**config.mk**
```make
export PLATFORM = sky130hd
export DESIGN_NAME = crc_apb_top
export DESIGN_NICKNAME = d
export VERILOG_FILES = /design/src/crc_pkg.sv /design/src/crc_apb_regs.sv /design/src/crc_apb_top.sv /design/src/crc_engine.sv /design/src/crc_lfsr.sv /design/src/crc_result.sv /design/src/crc_slice_counter.sv
export SDC_FILE = /design/constraint.sdc
export NUM_CORES = 1
export LEC_CHECK = 0
export ABC_AREA = 1
export BUFFER_PORTS_ARGS = -buffer_cell sky130_fd_sc_hd__buf_4
export CAP_MARGIN = 20
export CORE_ASPECT_RATIO = 0.8
export CORE_MARGIN = 2
export CORE_UTILIZATION = 58
export DETAILED_ROUTE_END_ITERATION = 6
export PLACE_DENSITY = 0.81
export SLEW_MARGIN = 5
export SYNTH_ARGS = -nofsm -noshare
export SYNTH_HDL_FRONTEND = slang
export SYNTH_SLANG_ARGS = --single-unit
```
**constraint.sdc**
```tcl
create_clock -name CLK -period 3.2 [get_ports CLK]
set_input_delay 0.32 -clock CLK [delete_from_list [all_inputs] [get_ports CLK]]
set_output_delay 0.32 -clock CLK [all_outputs]
set_load 0.03 [all_outputs]
```
**src/crc_pkg.sv**
```systemverilog
//~~~~~~~~~~~~~~~~~~~~~~~~~~~~~~~~~~~~~~
// shared types for the CRC accelerator.
// APB request/response, engine hand-off,
// status bundle and the register map.
//~~~~~~~~~~~~~~~~~~~~~~~~~~~~~~~~~~~~~~
package crc_pkg;

    // CRC and APB data width, one message word.
    localparam int CRC_WIDTH = 32;
    localparam int ADDR_WIDTH = 4;
    localparam int WORD_COUNT_WIDTH = 16;

    // ~~~~ register map ~~~~~~~~~~~~~~~~~~~~
    localparam logic [ADDR_WIDTH-1:0] REG_CTRL = 4'h0;   // bit 0 clears the CRC.
    localparam logic [ADDR_WIDTH-1:0] REG_DATA = 4'h4;   // message word input.
    localparam logic [ADDR_WIDTH-1:0] REG_RESULT = 4'h8; // read only.
    localparam logic [ADDR_WIDTH-1:0] REG_STATUS = 4'hC; // read only.

    // ~~~~ bus and hand-off types ~~~~~~~~~~
    typedef struct packed {
        logic [ADDR_WIDTH-1:0] paddr;
        logic psel;
        logic penable;
        logic pwrite;
        logic [CRC_WIDTH-1:0] pwdata;
    } apb_req_t;

    typedef struct packed {
        logic [CRC_WIDTH-1:0] prdata;
        logic pready;
        logic pslverr;
    } apb_rsp_t;

    // start pulses for one cycle; data is held until the next word.
    typedef struct packed {
        logic start;
        logic [CRC_WIDTH-1:0] data;
    } crc_word_t;

    typedef struct packed {
        logic busy;
        logic [WORD_COUNT_WIDTH-1:0] word_count;
    } crc_status_t;

endpackage

```
**src/crc_apb_regs.sv**
```systemverilog
//~~~~~~~~~~~~~~~~~~~~~~~~~~~~~~~~~~~~~~
// APB slave for the CRC accelerator.
// register decode, read mux, clear and
// start generation, data write stall.
//~~~~~~~~~~~~~~~~~~~~~~~~~~~~~~~~~~~~~~
`timescale 1ns/1ps

module crc_apb_regs
    import crc_pkg::*;
(
    input  logic        CLK,
    input  logic        reset,
    input  apb_req_t    apb_req,
    output apb_rsp_t    apb_rsp,
    input  crc_status_t status,
    input  logic [CRC_WIDTH-1:0] result,
    output crc_word_t   word,
    output logic        clear
);

    logic access;
    logic hit_ctrl;
    logic hit_data;
    logic hit_result;
    logic hit_status;
    logic unmapped;
    logic ro_write;
    logic data_stall;
    logic done;
    logic start_q;
    logic [CRC_WIDTH-1:0] data_q;

    // ~~~~ decode ~~~~~~~~~~~~~~~~~~~~~~~~~~
    assign access = apb_req.psel & apb_req.penable;
    assign hit_ctrl = (apb_req.paddr == REG_CTRL);
    assign hit_data = (apb_req.paddr == REG_DATA);
    assign hit_result = (apb_req.paddr == REG_RESULT);
    assign hit_status = (apb_req.paddr == REG_STATUS);
    assign unmapped = ~(hit_ctrl | hit_data | hit_result | hit_status);
    assign ro_write = apb_req.pwrite & (hit_result | hit_status);

    // a data word cannot be accepted until the engine has finished the last one.
    assign data_stall = access & apb_req.pwrite & hit_data & status.busy;
    assign done = access & ~data_stall;

    // ~~~~ response ~~~~~~~~~~~~~~~~~~~~~~~~
    always_comb begin
        apb_rsp.pready = done;
        apb_rsp.pslverr = done & (unmapped | ro_write); // errors have no side effect.
        apb_rsp.prdata = '0;
        if (access && !apb_req.pwrite) begin
            if (hit_result) begin
                apb_rsp.prdata = result;
            end else if (hit_status) begin
                apb_rsp.prdata = {status.word_count, 15'd0, status.busy};
            end else if (hit_data) begin
                apb_rsp.prdata = data_q; // last word handed to the engine.
            end
        end
    end

    // ~~~~ control pulses ~~~~~~~~~~~~~~~~~~
    always_ff @(posedge CLK) begin
        if (reset) begin
            start_q <= 1'b0;
            clear <= 1'b0;
        end else begin
            start_q <= done & apb_req.pwrite & hit_data;
            clear <= done & apb_req.pwrite & hit_ctrl & apb_req.pwdata[0];
        end
    end

    // the word stays put while the engine walks its slices.
    always_ff @(posedge CLK) begin
        if (done && apb_req.pwrite && hit_data) begin
            data_q <= apb_req.pwdata;
        end
    end

    assign word = '{start: start_q, data: data_q};

    // an access phase always follows a setup phase of the same transfer.
    assert property (@(posedge CLK) disable iff (reset)
        apb_req.penable |-> apb_req.psel && $past(apb_req.psel))
        else $error("penable raised without a preceding setup phase");

endmodule

```
**src/crc_apb_top.sv**
```systemverilog
//~~~~~~~~~~~~~~~~~~~~~~~~~~~~~~~~~~~~~~
// top level of the APB CRC accelerator.
// register block, engine and result.
//~~~~~~~~~~~~~~~~~~~~~~~~~~~~~~~~~~~~~~
`timescale 1ns/1ps

module crc_apb_top
    import crc_pkg::*;
#(
    parameter logic [CRC_WIDTH-1:0] POLYNOMIAL = 32'h04C11DB7,
    parameter logic [CRC_WIDTH-1:0] INIT_VAL = '1,
    parameter logic [CRC_WIDTH-1:0] XOR_OUT = '1,
    parameter int UNROLL_FACTOR = 8
) (
    input  logic     CLK,
    input  logic     reset,
    input  apb_req_t apb_req,
    output apb_rsp_t apb_rsp
);

    crc_word_t word;
    crc_status_t status;
    logic clear;
    logic busy;
    logic word_done;
    logic [CRC_WIDTH-1:0] lfsr_state;
    logic [CRC_WIDTH-1:0] crc_value;
    logic [WORD_COUNT_WIDTH-1:0] word_count;

    assign status = '{busy: busy, word_count: word_count};

    crc_apb_regs u_regs (
        .CLK(CLK),
        .reset(reset),
        .apb_req(apb_req),
        .apb_rsp(apb_rsp),
        .status(status),
        .result(crc_value),
        .word(word),
        .clear(clear)
    );

    crc_engine #(
        .UNROLL_FACTOR(UNROLL_FACTOR),
        .INIT_VAL(INIT_VAL),
        .POLYNOMIAL(POLYNOMIAL)
    ) u_engine (
        .CLK(CLK),
        .reset(reset),
        .clear(clear),
        .word(word),
        .busy(busy),
        .word_done(word_done),
        .lfsr_state(lfsr_state)
    );

    crc_result #(
        .XOR_OUT(XOR_OUT)
    ) u_result (
        .CLK(CLK),
        .reset(reset),
        .clear(clear),
        .lfsr_state(lfsr_state),
        .word_done(word_done),
        .crc_value(crc_value),
        .word_count(word_count)
    );

endmodule

```
**src/crc_engine.sv**
```systemverilog
//~~~~~~~~~~~~~~~~~~~~~~~~~~~~~~~~~~~~~~
// CRC engine, slice sequencing around
// the unrolled LFSR.
//~~~~~~~~~~~~~~~~~~~~~~~~~~~~~~~~~~~~~~
`timescale 1ns/1ps

module crc_engine
    import crc_pkg::*;
#(
    parameter int UNROLL_FACTOR = 8,
    parameter logic [CRC_WIDTH-1:0] INIT_VAL = '1,
    parameter logic [CRC_WIDTH-1:0] POLYNOMIAL = 32'h04C11DB7
) (
    input  logic        CLK,
    input  logic        reset,
    input  logic        clear,
    input  crc_word_t   word,
    output logic        busy,
    output logic        word_done,
    output logic [CRC_WIDTH-1:0] lfsr_state
);

    localparam int SLICES = CRC_WIDTH / UNROLL_FACTOR;
    localparam int CNT_W = (SLICES > 1) ? $clog2(SLICES) : 1;

    logic running;
    logic last;
    logic [CNT_W-1:0] count;
    logic [UNROLL_FACTOR-1:0] slice;

    if (CRC_WIDTH % UNROLL_FACTOR != 0) begin : g_bad_unroll
        $error("UNROLL_FACTOR must divide the CRC width");
    end

    // busy covers the start cycle itself, then the remaining slices.
    assign busy = word.start | running;
    assign word_done = busy & last;

    always_ff @(posedge CLK) begin
        if (reset || clear) begin
            running <= 1'b0;
        end else begin
            running <= busy & ~last; // drops after the terminal slice.
        end
    end

    if (SLICES == 1) begin : g_single
        // the whole word goes through in one step, no counter needed.
        assign count = '0;
        assign last = 1'b1;
    end else begin : g_multi
        crc_slice_counter #(
            .SLICES(SLICES)
        ) u_counter (
            .CLK(CLK),
            .reset(reset),
            .clear(clear),
            .count_enable(busy),
            .count(count),
            .last(last)
        );
    end

    assign slice = word.data[count*UNROLL_FACTOR +: UNROLL_FACTOR]; // low slice first.

    crc_lfsr #(
        .UNROLL_FACTOR(UNROLL_FACTOR),
        .INIT_VAL(INIT_VAL),
        .POLYNOMIAL(POLYNOMIAL)
    ) u_lfsr (
        .CLK(CLK),
        .reset(reset),
        .clear(clear),
        .enable(busy),
        .slice_in(slice),
        .state(lfsr_state)
    );

    // the register block must hold off new words until this one is absorbed.
    assert property (@(posedge CLK) disable iff (reset) word.start |-> !running)
        else $error("new word started while the engine was busy");

endmodule

```
**src/crc_lfsr.sv**
```systemverilog
//~~~~~~~~~~~~~~~~~~~~~~~~~~~~~~~~~~~~~~
// left shifting Galois LFSR that takes
// UNROLL_FACTOR input bits per clock.
//~~~~~~~~~~~~~~~~~~~~~~~~~~~~~~~~~~~~~~
`timescale 1ns/1ps

module crc_lfsr
    import crc_pkg::*;
#(
    parameter int UNROLL_FACTOR = 8,
    parameter logic [CRC_WIDTH-1:0] INIT_VAL = '1,
    parameter logic [CRC_WIDTH-1:0] POLYNOMIAL = 32'h04C11DB7
) (
    input  logic        CLK,
    input  logic        reset,
    input  logic        clear,
    input  logic        enable,
    input  logic [UNROLL_FACTOR-1:0] slice_in,
    output logic [CRC_WIDTH-1:0] state
);

    logic [CRC_WIDTH-1:0] next_state;

    // applies one serial step per input bit, bit 0 entering first.
    function automatic logic [CRC_WIDTH-1:0] absorb(
        input logic [CRC_WIDTH-1:0] cur,
        input logic [UNROLL_FACTOR-1:0] bits
    );
        logic [CRC_WIDTH-1:0] acc;
        logic feedback;
        acc = cur;
        for (int i = 0; i < UNROLL_FACTOR; i++) begin
            feedback = acc[CRC_WIDTH-1] ^ bits[i];
            acc = {acc[CRC_WIDTH-2:0], 1'b0};
            if (feedback) begin
                acc = acc ^ POLYNOMIAL; // taps of the generator.
            end
        end
        return acc;
    endfunction

    assign next_state = absorb(state, slice_in);

    always_ff @(posedge CLK) begin
        if (reset || clear) begin
            state <= INIT_VAL;
        end else if (enable) begin
            state <= next_state;
        end
    end

endmodule

```
**src/crc_result.sv**
```systemverilog
//~~~~~~~~~~~~~~~~~~~~~~~~~~~~~~~~~~~~~~
// output side. bit reversal, final XOR
// and the words absorbed counter.
//~~~~~~~~~~~~~~~~~~~~~~~~~~~~~~~~~~~~~~
`timescale 1ns/1ps

module crc_result
    import crc_pkg::*;
#(
    parameter logic [CRC_WIDTH-1:0] XOR_OUT = '1
) (
    input  logic        CLK,
    input  logic        reset,
    input  logic        clear,
    input  logic [CRC_WIDTH-1:0] lfsr_state,
    input  logic        word_done,
    output logic [CRC_WIDTH-1:0] crc_value,
    output logic [WORD_COUNT_WIDTH-1:0] word_count
);

    function automatic logic [CRC_WIDTH-1:0] bit_reverse(
        input logic [CRC_WIDTH-1:0] value
    );
        logic [CRC_WIDTH-1:0] rev;
        for (int i = 0; i < CRC_WIDTH; i++) begin
            rev[i] = value[CRC_WIDTH-1-i];
        end
        return rev;
    endfunction

    // the register runs msb first, the reflected CRC reads it back to front.
    assign crc_value = bit_reverse(lfsr_state) ^ XOR_OUT;

    always_ff @(posedge CLK) begin
        if (reset || clear) begin
            word_count <= '0;
        end else if (word_done && (word_count != '1)) begin
            word_count <= word_count + 1'b1; // holds at the maximum.
        end
    end

endmodule

```
**src/crc_slice_counter.sv**
```systemverilog
//~~~~~~~~~~~~~~~~~~~~~~~~~~~~~~~~~~~~~~
// wrapping slice counter with a
// terminal flag at SLICES minus 1.
//~~~~~~~~~~~~~~~~~~~~~~~~~~~~~~~~~~~~~~
`timescale 1ns/1ps

module crc_slice_counter #(
    parameter int SLICES = 4,
    localparam int CNT_W = (SLICES > 1) ? $clog2(SLICES) : 1
) (
    input  logic             CLK,
    input  logic             reset,
    input  logic             clear,
    input  logic             count_enable,
    output logic [CNT_W-1:0] count,
    output logic             last
);

    localparam logic [CNT_W-1:0] LAST_VAL = CNT_W'(SLICES - 1);

    assign last = (count == LAST_VAL); // combinational, ends the word.

    always_ff @(posedge CLK) begin
        if (reset || clear) begin
            count <= '0;
        end else if (count_enable) begin
            if (last) begin
                count <= '0; // wrap for the next word.
            end else begin
                count <= count + 1'b1;
            end
        end
    end

    // a word that ends on its terminal slice leaves the counter at zero for the next one.
    assert property (@(posedge CLK) disable iff (reset) !count_enable |-> count == '0)
        else $error("slice counter idle away from the first slice");

endmodule

```
==> results of run 1 <==
[layer usage]
metal	routed length, um	track usage, %	vias up
met3	1380	5.52	32
met5	0	0	-
met4	369	11.0	0
met2	6630	49.9	245
li1	-	-	2367
met1	6600	46.5	2335
[placed cells by master (no fill, tap or decap), types with 25 or more instances in the layout]
cell type	n
a21oi_1	61
buf_4	83
dfxtp_1	53
edfxtp_1	32
inv_1	53
nand2_1	170
nand2_2	31
nand3_1	50
nor2_1	25
xor2_1	26
[registers in the layout, indices dropped and copies added, names as in the netlist]
signal                            cells
u_engine.u_lfsr.state                32
u_regs.data_q                        32
u_result.word_count                  16
u_engine.g_multi.u_counter.count      2
u_engine.running                      1
u_regs.clear                          1
u_regs.start_q                        1
[critical path: stages]
cell and delay (ps):
buf_4 110, nor2_1 100, inv_1 110, nor2_1 100, nand2_1 100, inv_2 420
buf_4 310, nand2_1 70, a21oi_1 220, buf_4 220
[logic make-up (layout without fill, tap and decap cells)]
group | after synthesis | after routing | share of synthesized area (%)
and+or+nand+nor | 317 | 317 | 29.4
AOI/OAI and AO/OA | 133 | 133 | 15.4
buffers and inverters | 91 | 163 | 7.59
DFF | 85 | 85 | 39.2
xor gates and xnor gates | 38 | 38 | 7.97
adders and majority gates | 2 | 2 | 0.485
[power groups by stage]
stage                     clock network, uW  registers (uW)  logic (uW)
after floorplan                           0            1160         129
after global placement                    0            1160         197
after detailed placement                  0            1160         203
after CTS                               787            1130         204
after global routing                    821            1130         227
final                                   779            1130         206
[metrics by stage]
stage          setup slack [ps]  util [%]  hold slack [ps]  std cells
6_report                    796      69.9              110        850
5_1_grt                     682      69.9              104        850
4_1_cts                     850      69.9              100        850
3_5_place_dp                864      67.7              478        834
3_3_place_gp                913      67.7              455        834
2_1_floorplan               801         -              392        666
[layout make-up]
cell class | instances | area share (%)
Multi-Input combinational cell | 490 | 46.0
Sequential cell | 85 | 33.8
Timing Repair Buffer | 83 | 10.4
Inverter | 64 | 4.23
Tap cell | 112 | 2.34
Clock buffer | 9 | 2.07
Clock inverter | 7 | 1.11
[path summary, 6_finish.rpt]
path                                        from                   endpoint  slack (ps)
min                                   apb_req[2]           u_regs.data_q[2]         110
max reg2reg  u_engine.g_multi.u_counter.count[1]  u_engine.u_lfsr.state[18]         830
max                                  apb_req[36]                 apb_rsp[4]         800
min reg2reg             u_engine.u_lfsr.state[1]   u_engine.u_lfsr.state[1]         490
==> out/metrics.yaml, run 1 <==
floorplan:
  dieArea_sq_mm: 0.00968
  fp.dieH_um: 88.4
  coreArea_sq_mm: 0.00856
  start_util_pct: 60.3
  ios: 75
  die_width_um: 109
  rows: 30
synth:
  async_reset_ff_share_pct: 0
  yosys_warnings: 0
  yosysTopAreaCell: "dfxtp_1"
  synth_most_common_cell: "nand2_1"
  synth.distinct_cells: 42
  ys_seq_elements: 85
  synth_area_sq_mm: 0.00516
  synth.top_cells.by_area: "dfxtp_1, edfxtp_1, nand2_1"
  synth_top_area_share_pct: 20.6
  synth_cells: 666
  synth_seq_area_share_pct: 39.2
  synth-edff-count: 32
  syn_nets: 709
  synth_commonest_cells: "nand2_1, a21oi_1, dfxtp_1, inv_1, nand3_1"
  synth_ff_type: "dfxtp_1"
  syn_area_per_cell_sq_um: 7.75
sta:
  setup_tns_ps: 0
  finalSetupViolCount: 0
  slew_headroom_pct: 31.0
  worst_pin_slew_ps: 1030
  period_needed_ps: 2400
  final-max-slew-violation-count: 0
  fin_skew_ps: 16.7
  rsz0062_at_grt: "no"
  hold_viol_final: 0
  fin_crit_sh_pct: 75.1
  max_freq_mhz: 416
routing:
  ant_nets: 0
  drt-total-wl_um: 15000
  avgRoutedWirePerCell_um: 17.6
  num_vias: 4979
  drt_iter0_markers: 640
  firstDrtPassIters: 6
  avgViaCountPerCell: 5.86
  drc: 0
place:
  port_buffers: 74
  hpwlAfterDp_um: 11100
  place_congestion: 0.925
  dpl-instance-area_sq_mm: 0.00579
critical_path:
  required_ps: 2880
  start_kind: "primary input"
  cp_max_fo: 34
  arrival_ps: 2080
  end_kind: "output port"
  worstSetupPathType: "in -> out"
  worst_r2r_path_depth: 9
run:
  drv_cap: 0
power_and_ir_drop:
  internal_power_uw: 1560
  pwr-share-comb_pct: 9.7
  vdd_ir_drop_max_v: 0.000323
  power_uw: 2120
  swShare_pct: 26.2
  seq_power_share_pct: 53.5
  pwr-share-clk_pct: 36.8
  power.leakage_uw: 0.00240
  p_per_area_mw_per_mm2: 354
  p_sw_uw: 556
clock_tree:
  clock_sinks: 85
  clock_path_buffers: 2
  clk_pin_slew_worst_paths_ps: 90
  ctsHoldBuffers: 0
  post_cts_buffers: 0
  numCtsBuffers: 9
  clockRootBuffer: "clkbuf_8"
  htreeDepth: 3
  cts_tree: "built"
  post_cts_resized: 0
  clkLatencyLatePin_ps: 380
grt:
  gr-total-overflow: 0
  grt_max_degree: 37
  grt_pass1_wl_um: 23300
  grt_pass1_vias: 4448
  antenna_found_initial: 0
  grt_util_all_layers_pct: 32.4
worst_hold_path:
  hp-class: "in -> reg"
  worstHoldPathCells: 1
finish:
  final_area_sq_mm: 0.00598
  multi_input_area_sq_mm: 0.00275
  insertedDiodeCount: 0
  drive_above_1_share_pct: 22.8
  ff_latch_area_sq_mm: 0.00202
  fin_nets: 776
  syn_to_final_growth_pct: 15.9
  fillCellCount: 733
status:
  status: "finished clean"
Note: power is estimated with default switching activity, not from simulation.
==> run 2: changes to the inputs <==
Settings changed: ABC_AREA 1 to 0, CORE_UTILIZATION 58 to 51, PLACE_DENSITY 0.81 to 0.76.
Clock period 3.2 ns to 2 ns, I/O delays scaled along.
==> run 2 against run 1 <==
  * The flow now finishes with violations (negative setup slack)
  * Wire length is 19% higher
  * Combinational power is 130% higher
  * Total power is 70% higher
  * Highest routed layer unchanged
==> out/metrics.yaml, run 2 <==
critical_path:
  critical_path.cell_chain: "buf_6 > mux4_2 > xnor2_4 > xnor2_4 > buf_12 > xnor2_4 > xor2_1 > o22a_1"
  arrival_ps: 2770
  startpoint: "u_engine.g_multi.u_counter.count[0]"
  critPathSlowestCell: "mux4_2"
  end_kind: "flop"
  crit_path_frequent_cell: "xnor2_4"
  required_ps: 2330
  slowest_delay_ps: 560
  regToRegStartpoint: "u_engine.g_multi.u_counter.count[0]"
  worstSetupPathType: "reg -> reg"
  start_kind: "flop"
  cp_max_fo: 5
grt:
  antenna_found_initial: 0
  grt_pass1_vias: 4206
  grt_pass1_wl_um: 23200
  grt_util_all_layers_pct: 32.9
  gr-total-overflow: 0
  grt_max_degree: 49
sta:
  fin_crit_sh_pct: 122
  max_freq_mhz: 409
  rsz0062_at_grt: "yes"
  slew_headroom_pct: 60.5
  hold_viol_final: 0
  finalSetupViolCount: 37
  worst_pin_slew_ps: 593
  finalWorstSetupSlack_ps: -443
  fin_skew_ps: 15.0
  period_needed_ps: 2440
  setup_tns_ps: -8890
  final-max-slew-violation-count: 0
finish:
  final_area_sq_mm: 0.00727
  top_regs: "u_engine.u_lfsr.state: 32 flops, u_regs.data_q: 32 flops, u_result.word_count: 16 flops"
  fillCellCount: 396
  insertedDiodeCount: 0
  fin_nets: 688
  multi_input_area_sq_mm: 0.00306
  syn_to_final_growth_pct: 59.5
  ff_latch_area_sq_mm: 0.00203
  mostFrequentLayoutCells: "buf_4, nor2_1, dfxtp_1"
  utilization_pct: 84.6
  drive_above_1_share_pct: 42.2
  layout_commonest_cell: "buf_4"
worst_hold_path:
  hp-class: "in -> reg"
  hp-start: "apb_req[36]"
routing:
  drt-total-wl_um: 17800
  drc: 0
  drt_iter0_markers: 538
  avgRoutedWirePerCell_um: 23.3
  firstDrtPassIters: 5
  ant_nets: 0
  avgViaCountPerCell: 6.13
  num_vias: 4673
clock_tree:
  clk_pin_slew_worst_paths_ps: 110
  clock_sinks: 85
  numCtsBuffers: 9
  clockRootBuffer: "clkbuf_8"
  htreeDepth: 3
  clock_path_buffers: 2
  clkLatencyLatePin_ps: 390
  cts_tree: "built"
synth:
  synth_area_sq_mm: 0.00456
  synth_seq_area_share_pct: 44.3
  async_reset_ff_share_pct: 0
  synth.top_cells.by_area: "dfxtp_1, edfxtp_1, xnor2_1"
  synth_commonest_cells: "nor2_1, a21oi_1, dfxtp_1"
  synth.distinct_cells: 39
  ys_seq_elements: 85
  syn_nets: 510
  synth_most_common_cell: "nor2_1"
  synth_top_area_share_pct: 23.3
  yosys_warnings: 0
  synth_cells: 467
  yosysTopAreaCell: "dfxtp_1"
  synth_ff_type: "dfxtp_1"
  synth-edff-count: 32
  syn_area_per_cell_sq_um: 9.76
floorplan:
  rows: 30
  start_util_pct: 53.0
  coreArea_sq_mm: 0.00860
  dieArea_sq_mm: 0.00972
  fp.dieH_um: 88.6
  die_width_um: 110
  ios: 75
power_and_ir_drop:
  p_per_area_mw_per_mm2: 494
  power_uw: 3590
  power.leakage_uw: 0.00291
  vdd_ir_drop_max_v: 0.000644
run:
  drv_cap: 0
place:
  pre_cts_ws_ps: -295
  port_buffers: 74
  place_congestion: 0.863
  hpwlAfterDp_um: 9870
  dpl-instance-area_sq_mm: 0.00595
status:
  status: "finished with violations"
  violations: "negative setup slack"
[run 2: final cells by class]
class,count,share of cell area [%]
Clock buffer,9,1.70
Clock inverter,7,1.22
Inverter,1,0.0516
Multi-Input combinational cell,351,42.1
Sequential cell,85,27.9
Tap cell,112,1.93
Timing Repair Buffer,197,25.2
[run 2: metrics by stage]
| stage | hold slack [ps] | instances |
|---|---|---|
| floorplan | 278 | 467 |
| global placement | 379 | 687 |
| detailed placement | 379 | 687 |
| CTS | 2.72 | 743 |
| global route | 250 | 762 |
| finish | 221 | 762 |
[run 2: per-layer routing]
metal / up-vias / global-route usage, % / share of wire, %
li1: 1979 / - / -
met1: 2218 / 42.0 / 36
met2: 372 / 56.6 / 49
met3: 104 / 6.85 / 10
met4: 0 / 10.5 / 5.1
met5: - / 0 / 0
[run 2: power by group]
part	total [uW]	internal (uW)	switching, uW	leakage [uW]
registers	1810	1800	13.0	0.000718
clock network	1310	509	801	0.000107
logic	473	245	228	0.00208
[run 2: what timing repair did]
item                                   CTS  global route
gates resized for setup                 21            84
gates cloned                             0             2
pin swaps                               15            44
endpoints found under the hold margin   33             1
buffers inserted                         8            20
hold buffers                            32             1
setup endpoints to repair               28            49
[run 2: worst paths after layout]
kind,cells past startpoint,to,slack [ps]
worst max-delay path,8,u_engine.u_lfsr.state[6],-440
worst min register to register,2,u_engine.u_lfsr.state[20],550
worst max register to register,8,u_engine.u_lfsr.state[6],-440
worst min-delay path,4,u_regs.start_q,220
[run 2: critical path: cells and delay by family (launching register included)]
family | cells | cell delay [ps]
mux | 1 | 560
flops | 1 | 420
buf+inv | 2 | 280
compound gates | 1 | 190
xor+xnor | 4 | 920
[run 2: logic make-up (layout without fill, tap and decap cells)]
kind of cell             Yosys count  in the layout  synth area share [%]
AO/OA/AOI/OAI                     96             96                  12.0
XOR/XNOR                          83             83                  20.1
adder cells (fa/ha/maj)            2              2                 0.549
buffers and inverters             31            214                  2.83
flip-flops                        85             85                  44.3
multiplexers                       9              9                  4.17
AND/OR/NAND/NOR                  161            161                  15.9
